## src/rv_pkg.sv

```systemverilog
`default_nettype none

package rv_pkg;

    localparam int XLEN       = 32;  // Data and address width
    localparam int REG_ADDR_W = 5;   // Register index width

    // One instruction walks through all six states
    typedef enum logic [2:0] {
        ST_IDLE      = 3'd0,
        ST_FETCH     = 3'd1,
        ST_DECODE    = 3'd2,
        ST_EXECUTE   = 3'd3,
        ST_MEMORY    = 3'd4,
        ST_WRITEBACK = 3'd5
    } core_state_e;

    // Major opcodes, instr[6:0]
    typedef enum logic [6:0] {
        OPC_OP     = 7'b0110011,  // Register-register ALU
        OPC_OP_IMM = 7'b0010011,  // Register-immediate ALU
        OPC_LOAD   = 7'b0000011,
        OPC_STORE  = 7'b0100011,
        OPC_BRANCH = 7'b1100011,
        OPC_JAL    = 7'b1101111,
        OPC_JALR   = 7'b1100111,
        OPC_LUI    = 7'b0110111,
        OPC_AUIPC  = 7'b0010111
    } opcode_e;

    typedef enum logic [2:0] {
        ALU_ADD, ALU_SUB, ALU_SLL, ALU_XOR,
        ALU_SRL, ALU_SRA, ALU_OR, ALU_AND
    } alu_op_e;

    typedef enum logic {
        SRC_A_PC,
        SRC_A_RS1
    } src_a_e;

    typedef enum logic [1:0] {
        SRC_B_RS2,
        SRC_B_IMM,
        SRC_B_FOUR  // Constant 4 for link address
    } src_b_e;

    // Source of the value written to rd
    typedef enum logic [2:0] {
        WB_ALU, WB_SLT, WB_SLTU, WB_MEM, WB_IMM, WB_LINK
    } wb_sel_e;

endpackage

`default_nettype wire

```

## src/rv_ctrl_if.sv

```systemverilog
`timescale 1ns/1ps
`default_nettype none

// Control from sequencer to datapath, levels and pulses only
interface rv_ctrl_if
    import rv_pkg::*;
();
    core_state_e     state;
    logic [XLEN-1:0] instr;      // Latched instruction word
    src_a_e          src_a;      // ALU operand A select
    src_b_e          src_b;      // ALU operand B select
    alu_op_e         alu_op;
    wb_sel_e         wb_sel;
    logic            reg_write;  // Pulse in WRITEBACK
    logic            mem_wren;   // Pulse in MEMORY, stores only
    logic            pc_load;    // Pulse in MEMORY
    logic            link_save;  // Capture ALU result for later writeback

    modport ctrl (
        output state, instr, src_a, src_b, alu_op, wb_sel,
        output reg_write, mem_wren, pc_load, link_save
    );

    modport dp (
        input state, instr, src_a, src_b, alu_op, wb_sel,
        input reg_write, mem_wren, pc_load, link_save
    );

endinterface

`default_nettype wire

```

## src/rv_regfile.sv

```systemverilog
`timescale 1ns/1ps
`default_nettype none

module rv_regfile
    import rv_pkg::*;
(
    input  wire              clk,
    rv_ctrl_if.dp            ctrl,
    input  wire  [XLEN-1:0]  rd_data,
    output logic [XLEN-1:0]  rs1_data,
    output logic [XLEN-1:0]  rs2_data
);
    logic [XLEN-1:0]       regs [2**REG_ADDR_W];
    logic [REG_ADDR_W-1:0] rs1_addr, rs2_addr, rd_addr;
    logic                  wr_en;

    assign rs1_addr = ctrl.instr[19:15];
    assign rs2_addr = ctrl.instr[24:20];
    assign rd_addr  = ctrl.instr[11:7];
    assign wr_en    = ctrl.reg_write && (ctrl.state == ST_WRITEBACK) && (rd_addr != '0);

    always_ff @(posedge clk) begin
        if (wr_en) regs[rd_addr] <= rd_data;  // x0 never written
    end

    // Combinational reads, x0 reads zero
    assign rs1_data = (rs1_addr == '0) ? '0 : regs[rs1_addr];
    assign rs2_data = (rs2_addr == '0) ? '0 : regs[rs2_addr];

endmodule

`default_nettype wire

```

## src/rv_imm_gen.sv

```systemverilog
`timescale 1ns/1ps
`default_nettype none

module rv_imm_gen
    import rv_pkg::*;
(
    rv_ctrl_if.dp            ctrl,
    output logic [XLEN-1:0]  imm
);
    logic [XLEN-1:0] ir;
    opcode_e         opcode;

    assign ir     = ctrl.instr;
    assign opcode = opcode_e'(ir[6:0]);

    always_comb begin
        case (opcode)
            OPC_STORE:           // S format
                imm = {{20{ir[31]}}, ir[31:25], ir[11:7]};
            OPC_BRANCH:          // B format, bit 0 always zero
                imm = {{20{ir[31]}}, ir[7], ir[30:25], ir[11:8], 1'b0};
            OPC_LUI, OPC_AUIPC:  // U format
                imm = {ir[31:12], 12'b0};
            OPC_JAL:             // J format
                imm = {{12{ir[31]}}, ir[19:12], ir[20], ir[30:21], 1'b0};
            default:
                // I format for OP_IMM, LOAD and JALR
                imm = {{20{ir[31]}}, ir[31:20]};
        endcase
    end

endmodule

`default_nettype wire

```

## src/rv_alu.sv

```systemverilog
`timescale 1ns/1ps
`default_nettype none

module rv_alu
    import rv_pkg::*;
(
    input  wire              clk,
    rv_ctrl_if.dp            ctrl,
    input  wire  [XLEN-1:0]  pc,
    input  wire  [XLEN-1:0]  rs1_data,
    input  wire  [XLEN-1:0]  rs2_data,
    input  wire  [XLEN-1:0]  imm,
    input  wire  [XLEN-1:0]  mem_rdata,
    output logic [XLEN-1:0]  rd_data,
    output logic [XLEN-1:0]  alu_result,
    output logic             zero,
    output logic             lt,
    output logic             ltu
);
    logic [XLEN-1:0] op_a, op_b;
    logic [4:0]      shamt;
    logic [XLEN-1:0] link_q;   // Saved PC + 4 or AUIPC sum

    assign op_a  = (ctrl.src_a == SRC_A_PC) ? pc : rs1_data;
    assign op_b  = (ctrl.src_b == SRC_B_RS2) ? rs2_data :
                   (ctrl.src_b == SRC_B_IMM) ? imm : XLEN'(4);
    assign shamt = op_b[4:0];  // Upper immediate bits ignored for shifts

    always_comb begin
        case (ctrl.alu_op)
            ALU_ADD: alu_result = op_a + op_b;
            ALU_SUB: alu_result = op_a - op_b;
            ALU_SLL: alu_result = op_a << shamt;
            ALU_XOR: alu_result = op_a ^ op_b;
            ALU_SRL: alu_result = op_a >> shamt;
            ALU_SRA: alu_result = $unsigned($signed(op_a) >>> shamt);
            ALU_OR:  alu_result = op_a | op_b;
            default: alu_result = op_a & op_b;
        endcase
    end

    // Flags for branches and set-less-than
    assign zero = (alu_result == '0);
    assign lt   = $signed(op_a) < $signed(op_b);
    assign ltu  = op_a < op_b;

    always_ff @(posedge clk) begin
        if (ctrl.link_save) link_q <= alu_result;
    end

    always_comb begin
        case (ctrl.wb_sel)
            WB_SLT:  rd_data = {{(XLEN-1){1'b0}}, lt};
            WB_SLTU: rd_data = {{(XLEN-1){1'b0}}, ltu};
            WB_MEM:  rd_data = mem_rdata;  // Word load
            WB_IMM:  rd_data = imm;        // LUI
            WB_LINK: rd_data = link_q;
            default: rd_data = alu_result;
        endcase
    end

endmodule

`default_nettype wire

```

## src/rv_pc_unit.sv

```systemverilog
`timescale 1ns/1ps
`default_nettype none

module rv_pc_unit
    import rv_pkg::*;
#(
    parameter logic [XLEN-1:0] RESET_PC = '0
) (
    input  wire              clk,
    input  wire              reset,
    rv_ctrl_if.dp            ctrl,
    input  wire  [XLEN-1:0]  imm,
    input  wire  [XLEN-1:0]  alu_result,
    input  wire              zero,
    input  wire              lt,
    input  wire              ltu,
    output logic [XLEN-1:0]  pc
);
    opcode_e         opcode;
    logic [2:0]      funct3;
    logic            take_branch;
    logic [XLEN-1:0] target;     // PC-relative for branches and JAL
    logic [XLEN-1:0] next_pc;

    assign opcode = opcode_e'(ctrl.instr[6:0]);
    assign funct3 = ctrl.instr[14:12];
    assign target = pc + imm;

    always_comb begin
        case (funct3)
            3'b000:  take_branch = zero;   // BEQ
            3'b001:  take_branch = !zero;  // BNE
            3'b100:  take_branch = lt;     // BLT
            3'b101:  take_branch = !lt;    // BGE
            3'b110:  take_branch = ltu;    // BLTU
            3'b111:  take_branch = !ltu;   // BGEU
            default: take_branch = 1'b0;
        endcase
    end

    always_comb begin
        next_pc = pc + XLEN'(4);
        if (opcode == OPC_JAL || (opcode == OPC_BRANCH && take_branch))
            next_pc = target;
        else if (opcode == OPC_JALR)
            next_pc = {alu_result[XLEN-1:1], 1'b0};  // rs1 + imm with bit 0 cleared
    end

    always_ff @(posedge clk) begin
        if (reset) pc <= RESET_PC;
        else if (ctrl.pc_load) pc <= next_pc;  // Edge into WRITEBACK
    end

endmodule

`default_nettype wire

```

## src/rv_sequencer.sv

```systemverilog
`timescale 1ns/1ps
`default_nettype none

module rv_sequencer
    import rv_pkg::*;
(
    input  wire             clk,
    input  wire             reset,
    input  wire [XLEN-1:0]  imem_rdata,
    rv_ctrl_if.ctrl         ctrl
);
    opcode_e    opcode;
    logic [2:0] funct3;
    logic       alt_bit;        // funct7 bit 5, or instr[30] for I-type shifts
    src_a_e     dec_src_a;
    src_b_e     dec_src_b;
    alu_op_e    dec_alu_op;
    wb_sel_e    dec_wb_sel;
    logic       dec_reg_write;
    logic       dec_store;
    logic       dec_link;       // Result kept in the link register
    logic       is_jump;

    // ALU operation from funct3, SUB only allowed on R-type
    function automatic alu_op_e arith_op(input logic [2:0] f3, input logic alt,
                                         input logic is_reg);
        case (f3)
            3'b000:         arith_op = (is_reg && alt) ? ALU_SUB : ALU_ADD;
            3'b001:         arith_op = ALU_SLL;
            3'b010, 3'b011: arith_op = ALU_SUB;  // SLT forms read the flags
            3'b100:         arith_op = ALU_XOR;
            3'b101:         arith_op = alt ? ALU_SRA : ALU_SRL;
            3'b110:         arith_op = ALU_OR;
            default:        arith_op = ALU_AND;
        endcase
    endfunction

    function automatic wb_sel_e arith_wb(input logic [2:0] f3);
        case (f3)
            3'b010:  arith_wb = WB_SLT;
            3'b011:  arith_wb = WB_SLTU;
            default: arith_wb = WB_ALU;
        endcase
    endfunction

    assign opcode  = opcode_e'(ctrl.instr[6:0]);
    assign funct3  = ctrl.instr[14:12];
    assign alt_bit = ctrl.instr[30];
    assign is_jump = (opcode == OPC_JAL) || (opcode == OPC_JALR);

    // Final operand selects and strobes per opcode
    always_comb begin
        dec_src_a     = SRC_A_RS1;
        dec_src_b     = SRC_B_RS2;
        dec_alu_op    = ALU_ADD;
        dec_wb_sel    = WB_ALU;
        dec_reg_write = 1'b0;
        dec_store     = 1'b0;
        dec_link      = 1'b0;
        case (opcode)
            OPC_OP: begin
                dec_alu_op    = arith_op(funct3, alt_bit, 1'b1);
                dec_wb_sel    = arith_wb(funct3);
                dec_reg_write = 1'b1;
            end
            OPC_OP_IMM: begin
                dec_src_b     = SRC_B_IMM;
                dec_alu_op    = arith_op(funct3, alt_bit, 1'b0);
                dec_wb_sel    = arith_wb(funct3);
                dec_reg_write = 1'b1;
            end
            OPC_LOAD: begin
                dec_src_b     = SRC_B_IMM;   // Address rs1 + imm
                dec_wb_sel    = WB_MEM;
                dec_reg_write = 1'b1;
            end
            OPC_STORE: begin
                dec_src_b = SRC_B_IMM;
                dec_store = 1'b1;
            end
            OPC_BRANCH: dec_alu_op = ALU_SUB;  // zero flag for BEQ/BNE
            OPC_JAL: begin
                dec_src_a     = SRC_A_PC;
                dec_src_b     = SRC_B_FOUR;
                dec_wb_sel    = WB_LINK;
                dec_reg_write = 1'b1;
                dec_link      = 1'b1;
            end
            OPC_JALR: begin
                dec_src_b     = SRC_B_IMM;   // Target rs1 + imm
                dec_wb_sel    = WB_LINK;
                dec_reg_write = 1'b1;
                dec_link      = 1'b1;
            end
            OPC_LUI: begin
                dec_wb_sel    = WB_IMM;
                dec_reg_write = 1'b1;
            end
            OPC_AUIPC: begin
                dec_src_a     = SRC_A_PC;
                dec_src_b     = SRC_B_IMM;
                dec_wb_sel    = WB_LINK;     // PC moves before writeback so keep the sum
                dec_reg_write = 1'b1;
                dec_link      = 1'b1;
            end
            default: ;                       // Unknown opcode runs as a NOP
        endcase
    end

    always_ff @(posedge clk) begin
        if (ctrl.state == ST_FETCH) ctrl.instr <= imem_rdata;
    end

    always_ff @(posedge clk) begin
        if (reset) begin
            ctrl.state     <= ST_IDLE;
            ctrl.src_a     <= SRC_A_PC;
            ctrl.src_b     <= SRC_B_FOUR;
            ctrl.alu_op    <= ALU_ADD;
            ctrl.wb_sel    <= WB_ALU;
            ctrl.reg_write <= 1'b0;
            ctrl.mem_wren  <= 1'b0;
            ctrl.pc_load   <= 1'b0;
            ctrl.link_save <= 1'b0;
        end else begin
            ctrl.reg_write <= 1'b0;  // All strobes are single-cycle
            ctrl.mem_wren  <= 1'b0;
            ctrl.pc_load   <= 1'b0;
            ctrl.link_save <= 1'b0;
            case (ctrl.state)
                ST_IDLE:  ctrl.state <= ST_FETCH;
                ST_FETCH: ctrl.state <= ST_DECODE;
                ST_DECODE: begin
                    // Jumps first compute PC + 4 for the link
                    ctrl.src_a     <= is_jump ? SRC_A_PC : dec_src_a;
                    ctrl.src_b     <= is_jump ? SRC_B_FOUR : dec_src_b;
                    ctrl.alu_op    <= is_jump ? ALU_ADD : dec_alu_op;
                    ctrl.wb_sel    <= dec_wb_sel;
                    ctrl.link_save <= dec_link;  // Held high through EXECUTE
                    ctrl.state     <= ST_EXECUTE;
                end
                ST_EXECUTE: begin
                    ctrl.src_a    <= dec_src_a;
                    ctrl.src_b    <= dec_src_b;
                    ctrl.alu_op   <= dec_alu_op;
                    ctrl.mem_wren <= dec_store;
                    ctrl.pc_load  <= 1'b1;
                    ctrl.state    <= ST_MEMORY;
                end
                ST_MEMORY: begin
                    ctrl.reg_write <= dec_reg_write;
                    ctrl.state     <= ST_WRITEBACK;
                end
                default: ctrl.state <= ST_IDLE;  // WRITEBACK closes the instruction
            endcase
        end
    end

endmodule

`default_nettype wire

```

## src/rv_core.sv

```systemverilog
`timescale 1ns/1ps
`default_nettype none

module rv_core
    import rv_pkg::*;
#(
    parameter logic [XLEN-1:0] RESET_PC = '0  // First fetch address
) (
    input  wire              clk,
    input  wire              reset,
    output logic [XLEN-1:0]  imem_addr,
    input  wire  [XLEN-1:0]  imem_rdata,
    output logic [XLEN-1:0]  dmem_addr,
    output logic [XLEN-1:0]  dmem_wdata,
    output logic             dmem_wren,
    input  wire  [XLEN-1:0]  dmem_rdata
);
    logic [XLEN-1:0] pc;
    logic [XLEN-1:0] imm;
    logic [XLEN-1:0] rs1_data, rs2_data;
    logic [XLEN-1:0] rd_data;     // Writeback value
    logic [XLEN-1:0] alu_result;
    logic            zero, lt, ltu;

    rv_ctrl_if ctrl_bus ();

    rv_sequencer i_seq (.clk, .reset, .imem_rdata, .ctrl(ctrl_bus.ctrl));

    rv_regfile i_regs (.clk, .ctrl(ctrl_bus.dp), .rd_data, .rs1_data, .rs2_data);

    rv_imm_gen i_imm (.ctrl(ctrl_bus.dp), .imm);

    rv_alu i_alu (
        .clk, .ctrl(ctrl_bus.dp), .pc, .rs1_data, .rs2_data, .imm,
        .mem_rdata(dmem_rdata), .rd_data, .alu_result, .zero, .lt, .ltu
    );

    rv_pc_unit #(.RESET_PC(RESET_PC)) i_pc (
        .clk, .reset, .ctrl(ctrl_bus.dp), .imm, .alu_result,
        .zero, .lt, .ltu, .pc
    );

    assign imem_addr  = pc;
    assign dmem_addr  = alu_result;     // Load and store address is rs1 + imm
    assign dmem_wdata = rs2_data;
    assign dmem_wren  = ctrl_bus.mem_wren;

endmodule

`default_nettype wire

```

## config.mk

```make
export PLATFORM = sky130hd
export DESIGN_NAME = rv_core
export DESIGN_NICKNAME = d
export VERILOG_FILES = /design/src/rv_pkg.sv /design/src/rv_ctrl_if.sv /design/src/rv_regfile.sv /design/src/rv_imm_gen.sv /design/src/rv_alu.sv /design/src/rv_pc_unit.sv /design/src/rv_sequencer.sv /design/src/rv_core.sv
export SDC_FILE = /design/constraint.sdc
export NUM_CORES = 2
export LEC_CHECK = 0
export BUFFER_PORTS_ARGS = -buffer_cell sky130_fd_sc_hd__buf_4
export CELL_PAD_IN_SITES_DETAIL_PLACEMENT = 2
export CELL_PAD_IN_SITES_GLOBAL_PLACEMENT = 2
export CORE_MARGIN = 10
export CORE_UTILIZATION = 41
export DETAILED_ROUTE_END_ITERATION = 8
export PLACE_DENSITY_LB_ADDON = 0.1
export SYNTH_ARGS = -nofsm -noshare
export SYNTH_HDL_FRONTEND = slang
export SYNTH_SLANG_ARGS = --single-unit
```

## constraint.sdc

```tcl
create_clock -name clk -period 9 [get_ports clk]
set_clock_uncertainty 0.2 [all_clocks]
set_input_delay 1.8 -clock clk [delete_from_list [all_inputs] [get_ports clk]]
set_output_delay 1.8 -clock clk [all_outputs]
set_load 0.01 [all_outputs]
```

### Word level (Yosys, flattened, before mapping)

Memory sizes are Yosys's and may differ from the RTL's. A register that Yosys moved wholly into a read port is not among the register bits.
Cells that the tools add are included.

* input port bits: 66
* logic and storage cells: 123
* RAM bits: 1024
* register bits after elaboration: 112
* output and inout port bits: 97
* memories: 1

* shifts and indexed selects: 3
* $add $sub $neg: 4
* equality and inequality tests: 33
* muxes and demuxes: 35
* reduce and logical (&&, ||, !) cells: 27
* $lt $le $gt $ge: 2
* bitwise operators: 6

Memory list
* i_regs.regs: words 32, width 32, read ports 2, clocked after memory_dff 2, write ports 1, line rv_regfile.sv:13 `logic [XLEN-1:0] regs [2**REG_ADDR_W];`

Operators with widths (number)
* 32-bit two-way mux: 7
* 32-bit case mux with 7 select lines: 1
* 32-bit case mux with 5 select lines: 1
* 31-bit case mux with 4 select lines: 1
* 32-bit adder: 2
* 32-bit less-than comparator: 2
* 3-bit case mux with 6 select lines: 2
* 3-bit equality test (second input constant): 11
* 32-bit by 3-bit adder with 32-bit output (second input constant): 1
* 32-bit AND: 1
* 32-bit zero test: 1
* 32-bit bitwise OR: 1
* 32-bit by 5-bit left shift with 32-bit output: 1
* 32-bit by 5-bit >> shifter with 32-bit output: 1
* 32-bit by 5-bit >>> shifter with 32-bit output: 1
* 32-bit subtractor: 1
* 32-bit bitwise XOR: 1
* 3-bit by 2-bit equality test with 1-bit output (second input constant): 8
* 7-bit by 6-bit equality test with 1-bit output (second input constant): 3
* 7-bit equality test (second input constant): 3
* 3-bit case mux with 5 select lines: 1
* 7-bit by 5-bit equality test with 1-bit output (second input constant): 2
* 2-bit OR reduction: 7
* 3-bit by 1-bit equality test with 1-bit output (second input constant): 4
* other kinds (24): 46

### Logic depth before layout (Yosys ltp)

* word-level depth: 13
* depth in mapped cells: 36
* mapped depth without buffers: 29

### Modules after synthesis

A second synthesis with hierarchy kept.

* cells, all modules: 5062
* area, all modules: 67100.6 um^2

By module, submodules not included
* rv_regfile: cells an instance 2435, instances 1, seq. area each 30749.5 um^2, area each 47401.7 um^2
* rv_alu: cells an instance 1864, instances 1, seq. area each 960.9 um^2, area each 13404.1 um^2
* rv_pc_unit: cells an instance 585, instances 1, seq. area each 640.6 um^2, area each 4144.0 um^2
* rv_sequencer: cells an instance 128, instances 1, seq. area each 1281.2 um^2, area each 1757.9 um^2
* rv_imm_gen: cells an instance 50, instances 1, seq. area each 0.0 um^2, area each 392.9 um^2

### Worst setup path after synthesis

OpenSTA, ideal clock, no wires.

* kind: register to register
* start point: register (tool-made name)
* end point: register i_pc.pc[1]
* setup time: 0.140 ns
* required time: 8.660 ns
* stages on the path, launching flop included: 35
* path buffers: 8
* arrival: 9.187 ns
* period minus slack after synthesis: 9.526 ns
* slack: -0.526 ns
* cells stage by stage: dfxtp_1 buf_6 buf_2 clkbuf_1 clkbuf_1 clkbuf_1 buf_1 mux4_2 mux4_2 nand2_1 a21oi_1 mux2i_1 nor2_1 ha_1 clkbuf_1 nor2_1 a32o_1 inv_1 o211ai_1 a311o_1 a2111oi_0 nor3_1 xnor2_1 a22o_1 o32ai_1 inv_2 or2_1 nand4bb_1 or4_1 or4b_1 or4_4 o211a_2 buf_2 a221oi_1 a221oi_1

RTL lines
* to (signal assigned): line rv_pc_unit.sv:51 `else if (ctrl.pc_load) pc <= next_pc;`
* to (decl): line rv_pc_unit.sv:17 `output logic [XLEN-1:0] pc`

==> metrics <==
root buffer cell=clkbuf_16; non-filler cells, final=around 7600; Die Height=approximately 420 um; Routed Antenna Nets=0; Post-Synthesis Cells=about 4800; DRC viols=0; share of layout cells above drive strength 1=31.7%; Final period util=100%; Critical Path End Type=output port; Most used DFF post-synth=edfxtp_1; chip width=approximately 420 um; largest net degree at the start of global routing=between 60 and 70; placed cells=just over 7000; port bufs=between 150 and 200; RD Place Congestion=a little under 1; Iter 0 DRT Violations=~6900; Area Growth Syn to Fin=21.0%; commonest non-fill, non-tap cells in the layout=1088 x edfxtp_1, 695 x buf_4, 468 x mux4_2; final net count=around 5600; Worst IR Drop VDD=between 0.0002 and 0.00025 V; Synth Warn #=0; power density cells=about 220 nW/um2; post-synth top area share=between 50% and 60%; Vias/cell=between 6 and 7; Final Setup Violations=1; max frequency=111 MHz; setup ws final=-39.2 ps; RSZ-0062 raised after global routing=yes; DR pass1 iterations=6; commonest non-fill, non-tap cell in the layout=edfxtp_1; total global-route track usage=approximately 37%; sequential area share after synthesis=51.8%; antenna violations before repair=22; DR WL/cell=43.7 um; via count=53200; Synth cell types=100; Yosys top cell by area=edfxtp_1; area taken by multi-input logic gates=about 31000 um2; fill count=around 15000; slew margin rel.=about 17%; Worst EP arrival=slightly above 7000 ps; sequential cell area=33900 um2; #FFs+latches synth=between 1000 and 1500; Max Cap Viol=0; failing checks=setup timing; CP Max Fanout=6; total CTS buffers=approximately 130; min-delay worst type=reg2reg; total grt overflow=0; clk sinks=1146; worst setup path class=reg2out; fin crit period=approximately 9000 ps; TritonCTS clock tree=done; first-pass GRT wire length=around 450000 um; Util after Layout=about half; Lkg Pwr=around 28 nW; die area=around 180000 um2; Startpoint Class=flop; H-tree depth=4; main area contributors after synthesis=edfxtp_1 50%, mux4_2 16%, mux2i_1 5.3%; FFs w/ async S/R, synth=0%; cell row count=about 150; Synth Area per Inst=between 10 and 15 um2; Worst-path clk slew=approximately 60 ps; Max Root-Sink Buffers=3; Slew Limit Fails=0; clock latency on the worst-skew pair=about 800 ps; Core ar.=between 150000 and 200000 um2; worst-margin pin slew=1240 ps; vias in the first global route=around 55000; CP Data Required Time=7000 ps; DP HPWL=~220000 um; Initial Util=roughly 41%; Final Hold Fails=0; Post-synth EDFFs=between 1000 and 1500; Cell Area, Synth=65300 um2; I/O pin total=163; status=finished, violations left; DRT Wirelength=between 300000 and 400000 um
[routing by layer]
metal | share of wire, % | wire (um) | track usage [%]
met5 | 0.037 | 122 | 0
met4 | 7.7 | 25700 | 23.9
met3 | 9.6 | 32000 | 7.81
met2 | 46 | 154000 | 57.9
met1 | 37 | 122000 | 45.5
[kinds of logic after synthesis]
logic type,count (synthesis),synth area share (%)
XOR/XNOR,86,1.15
flip-flops,1146,51.8
AND/OR/NAND/NOR,973,6.82
other,1,0.00574
AO/OA/AOI/OAI,1112,11.7
adder cells (fa/ha/maj),132,2.56
buffers and inverters,509,3.25
multiplexers,889,22.7
[flip-flops by register name, indices dropped and copies added, names as in the netlist, named ones only]
name,flops
i_seq.ctrl.src_a,1
i_seq.ctrl.wb_sel,3
i_alu.link_q,32
i_seq.ctrl.mem_wren,1
i_seq.ctrl.pc_load,1
i_seq.ctrl.reg_write,1
i_seq.ctrl.state,3
i_seq.ctrl.src_b,2
i_pc.pc,32
i_regs.regs,1024
i_seq.ctrl.instr,32
i_seq.ctrl.alu_op,3
i_seq.ctrl.link_save,1
[final timing paths]
kind	slack, ps	to	cells after the start	startpoint
setup / recovery	-40	dmem_addr[28]	24	flop
hold / removal	360	flop	1	i_seq.ctrl.instr[18]
setup reg to reg	170	i_pc.pc[19]	31	flop
hold reg to reg	360	flop	1	i_seq.ctrl.instr[18]
[what timing repair did]
item | in CTS | in global routing
hold buffers | 0 | 0
gates resized for setup | 147 | 85
setup buffers | 46 | 41
gates cloned | 12 | 2
setup endpoints to repair | 21 | 11
pin swaps | 24 | 33
[worst max-delay path, stage by stage (launching register included)]
cell	delay, ps
dfxtp_4	480
nor2b_1	880
buf_4	360
nand3_1	160
o211ai_1	360
o22ai_2	310
ha_4	370
nand3_1	130
nor3_4	220
and2_1	160
a211o_1	170
o31ai_2	70
buf_4	150
o221a_4	260
a2111oi_4	340
buf_4	170
nor4b_2	40
a211o_1	330
nor2_2	110
mux2i_1	190
nor2_1	80
o32ai_4	390
buf_6	170
clkinvlp_4	150
buf_6	160
[layout make-up]
| class | instances | area share [%] |
|---|---|---|
| clock buffer | 168 | 4.38 |
| antenna | 7 | 0.0222 |
| tap | 2072 | 3.28 |
| sequential | 1146 | 42.9 |
| multi-input combinational | 3224 | 38.7 |
| clock inverter | 72 | 1.07 |
| inverter | 148 | 0.712 |
| timing repair buffer | 785 | 8.98 |
[synth_stat cells, types with 57 or more instances]
cell         n
nor3_1      64
o21ai_0    188
a22oi_1     96
mux2i_1    346
buf_1       57
dfxtp_1     58
edfxtp_1  1088
buf_2       64
nand2_1    296
xnor2_1     63
ha_1       129
o22ai_1     61
nand3_1     69
mux4_2     468
clkbuf_1   221
nor2_1     324
inv_1      137
mux2_2      74
a21oi_1    266
[power by group]
part           internal, mW  leakage [nW]  switching, mW  total, mW
clock network          3.13          2.08           2.46       5.59
registers              6.27          10.5         0.0892       6.36
logic                  1.95          15.7           3.17       5.12
[per-stage QoR]
step / hold slack (ps) / setup slack [ps] / area (um2) / power [mW] / TNS, ps
after floorplan: 292 / 3.78 / 65500 / 8.82 / 0
after global placement: 349 / -139 / 72500 / 11.0 / -139
after detailed placement: 344 / -94.1 / 72500 / 11.1 / -102
after CTS: 366 / -6.58 / 78300 / 16.8 / -6.58
after global routing: 389 / -127 / 79000 / 17.5 / -425
final: 363 / -39.2 / 79100 / 17.1 / -39.2
(Power assumes the default switching activity.)
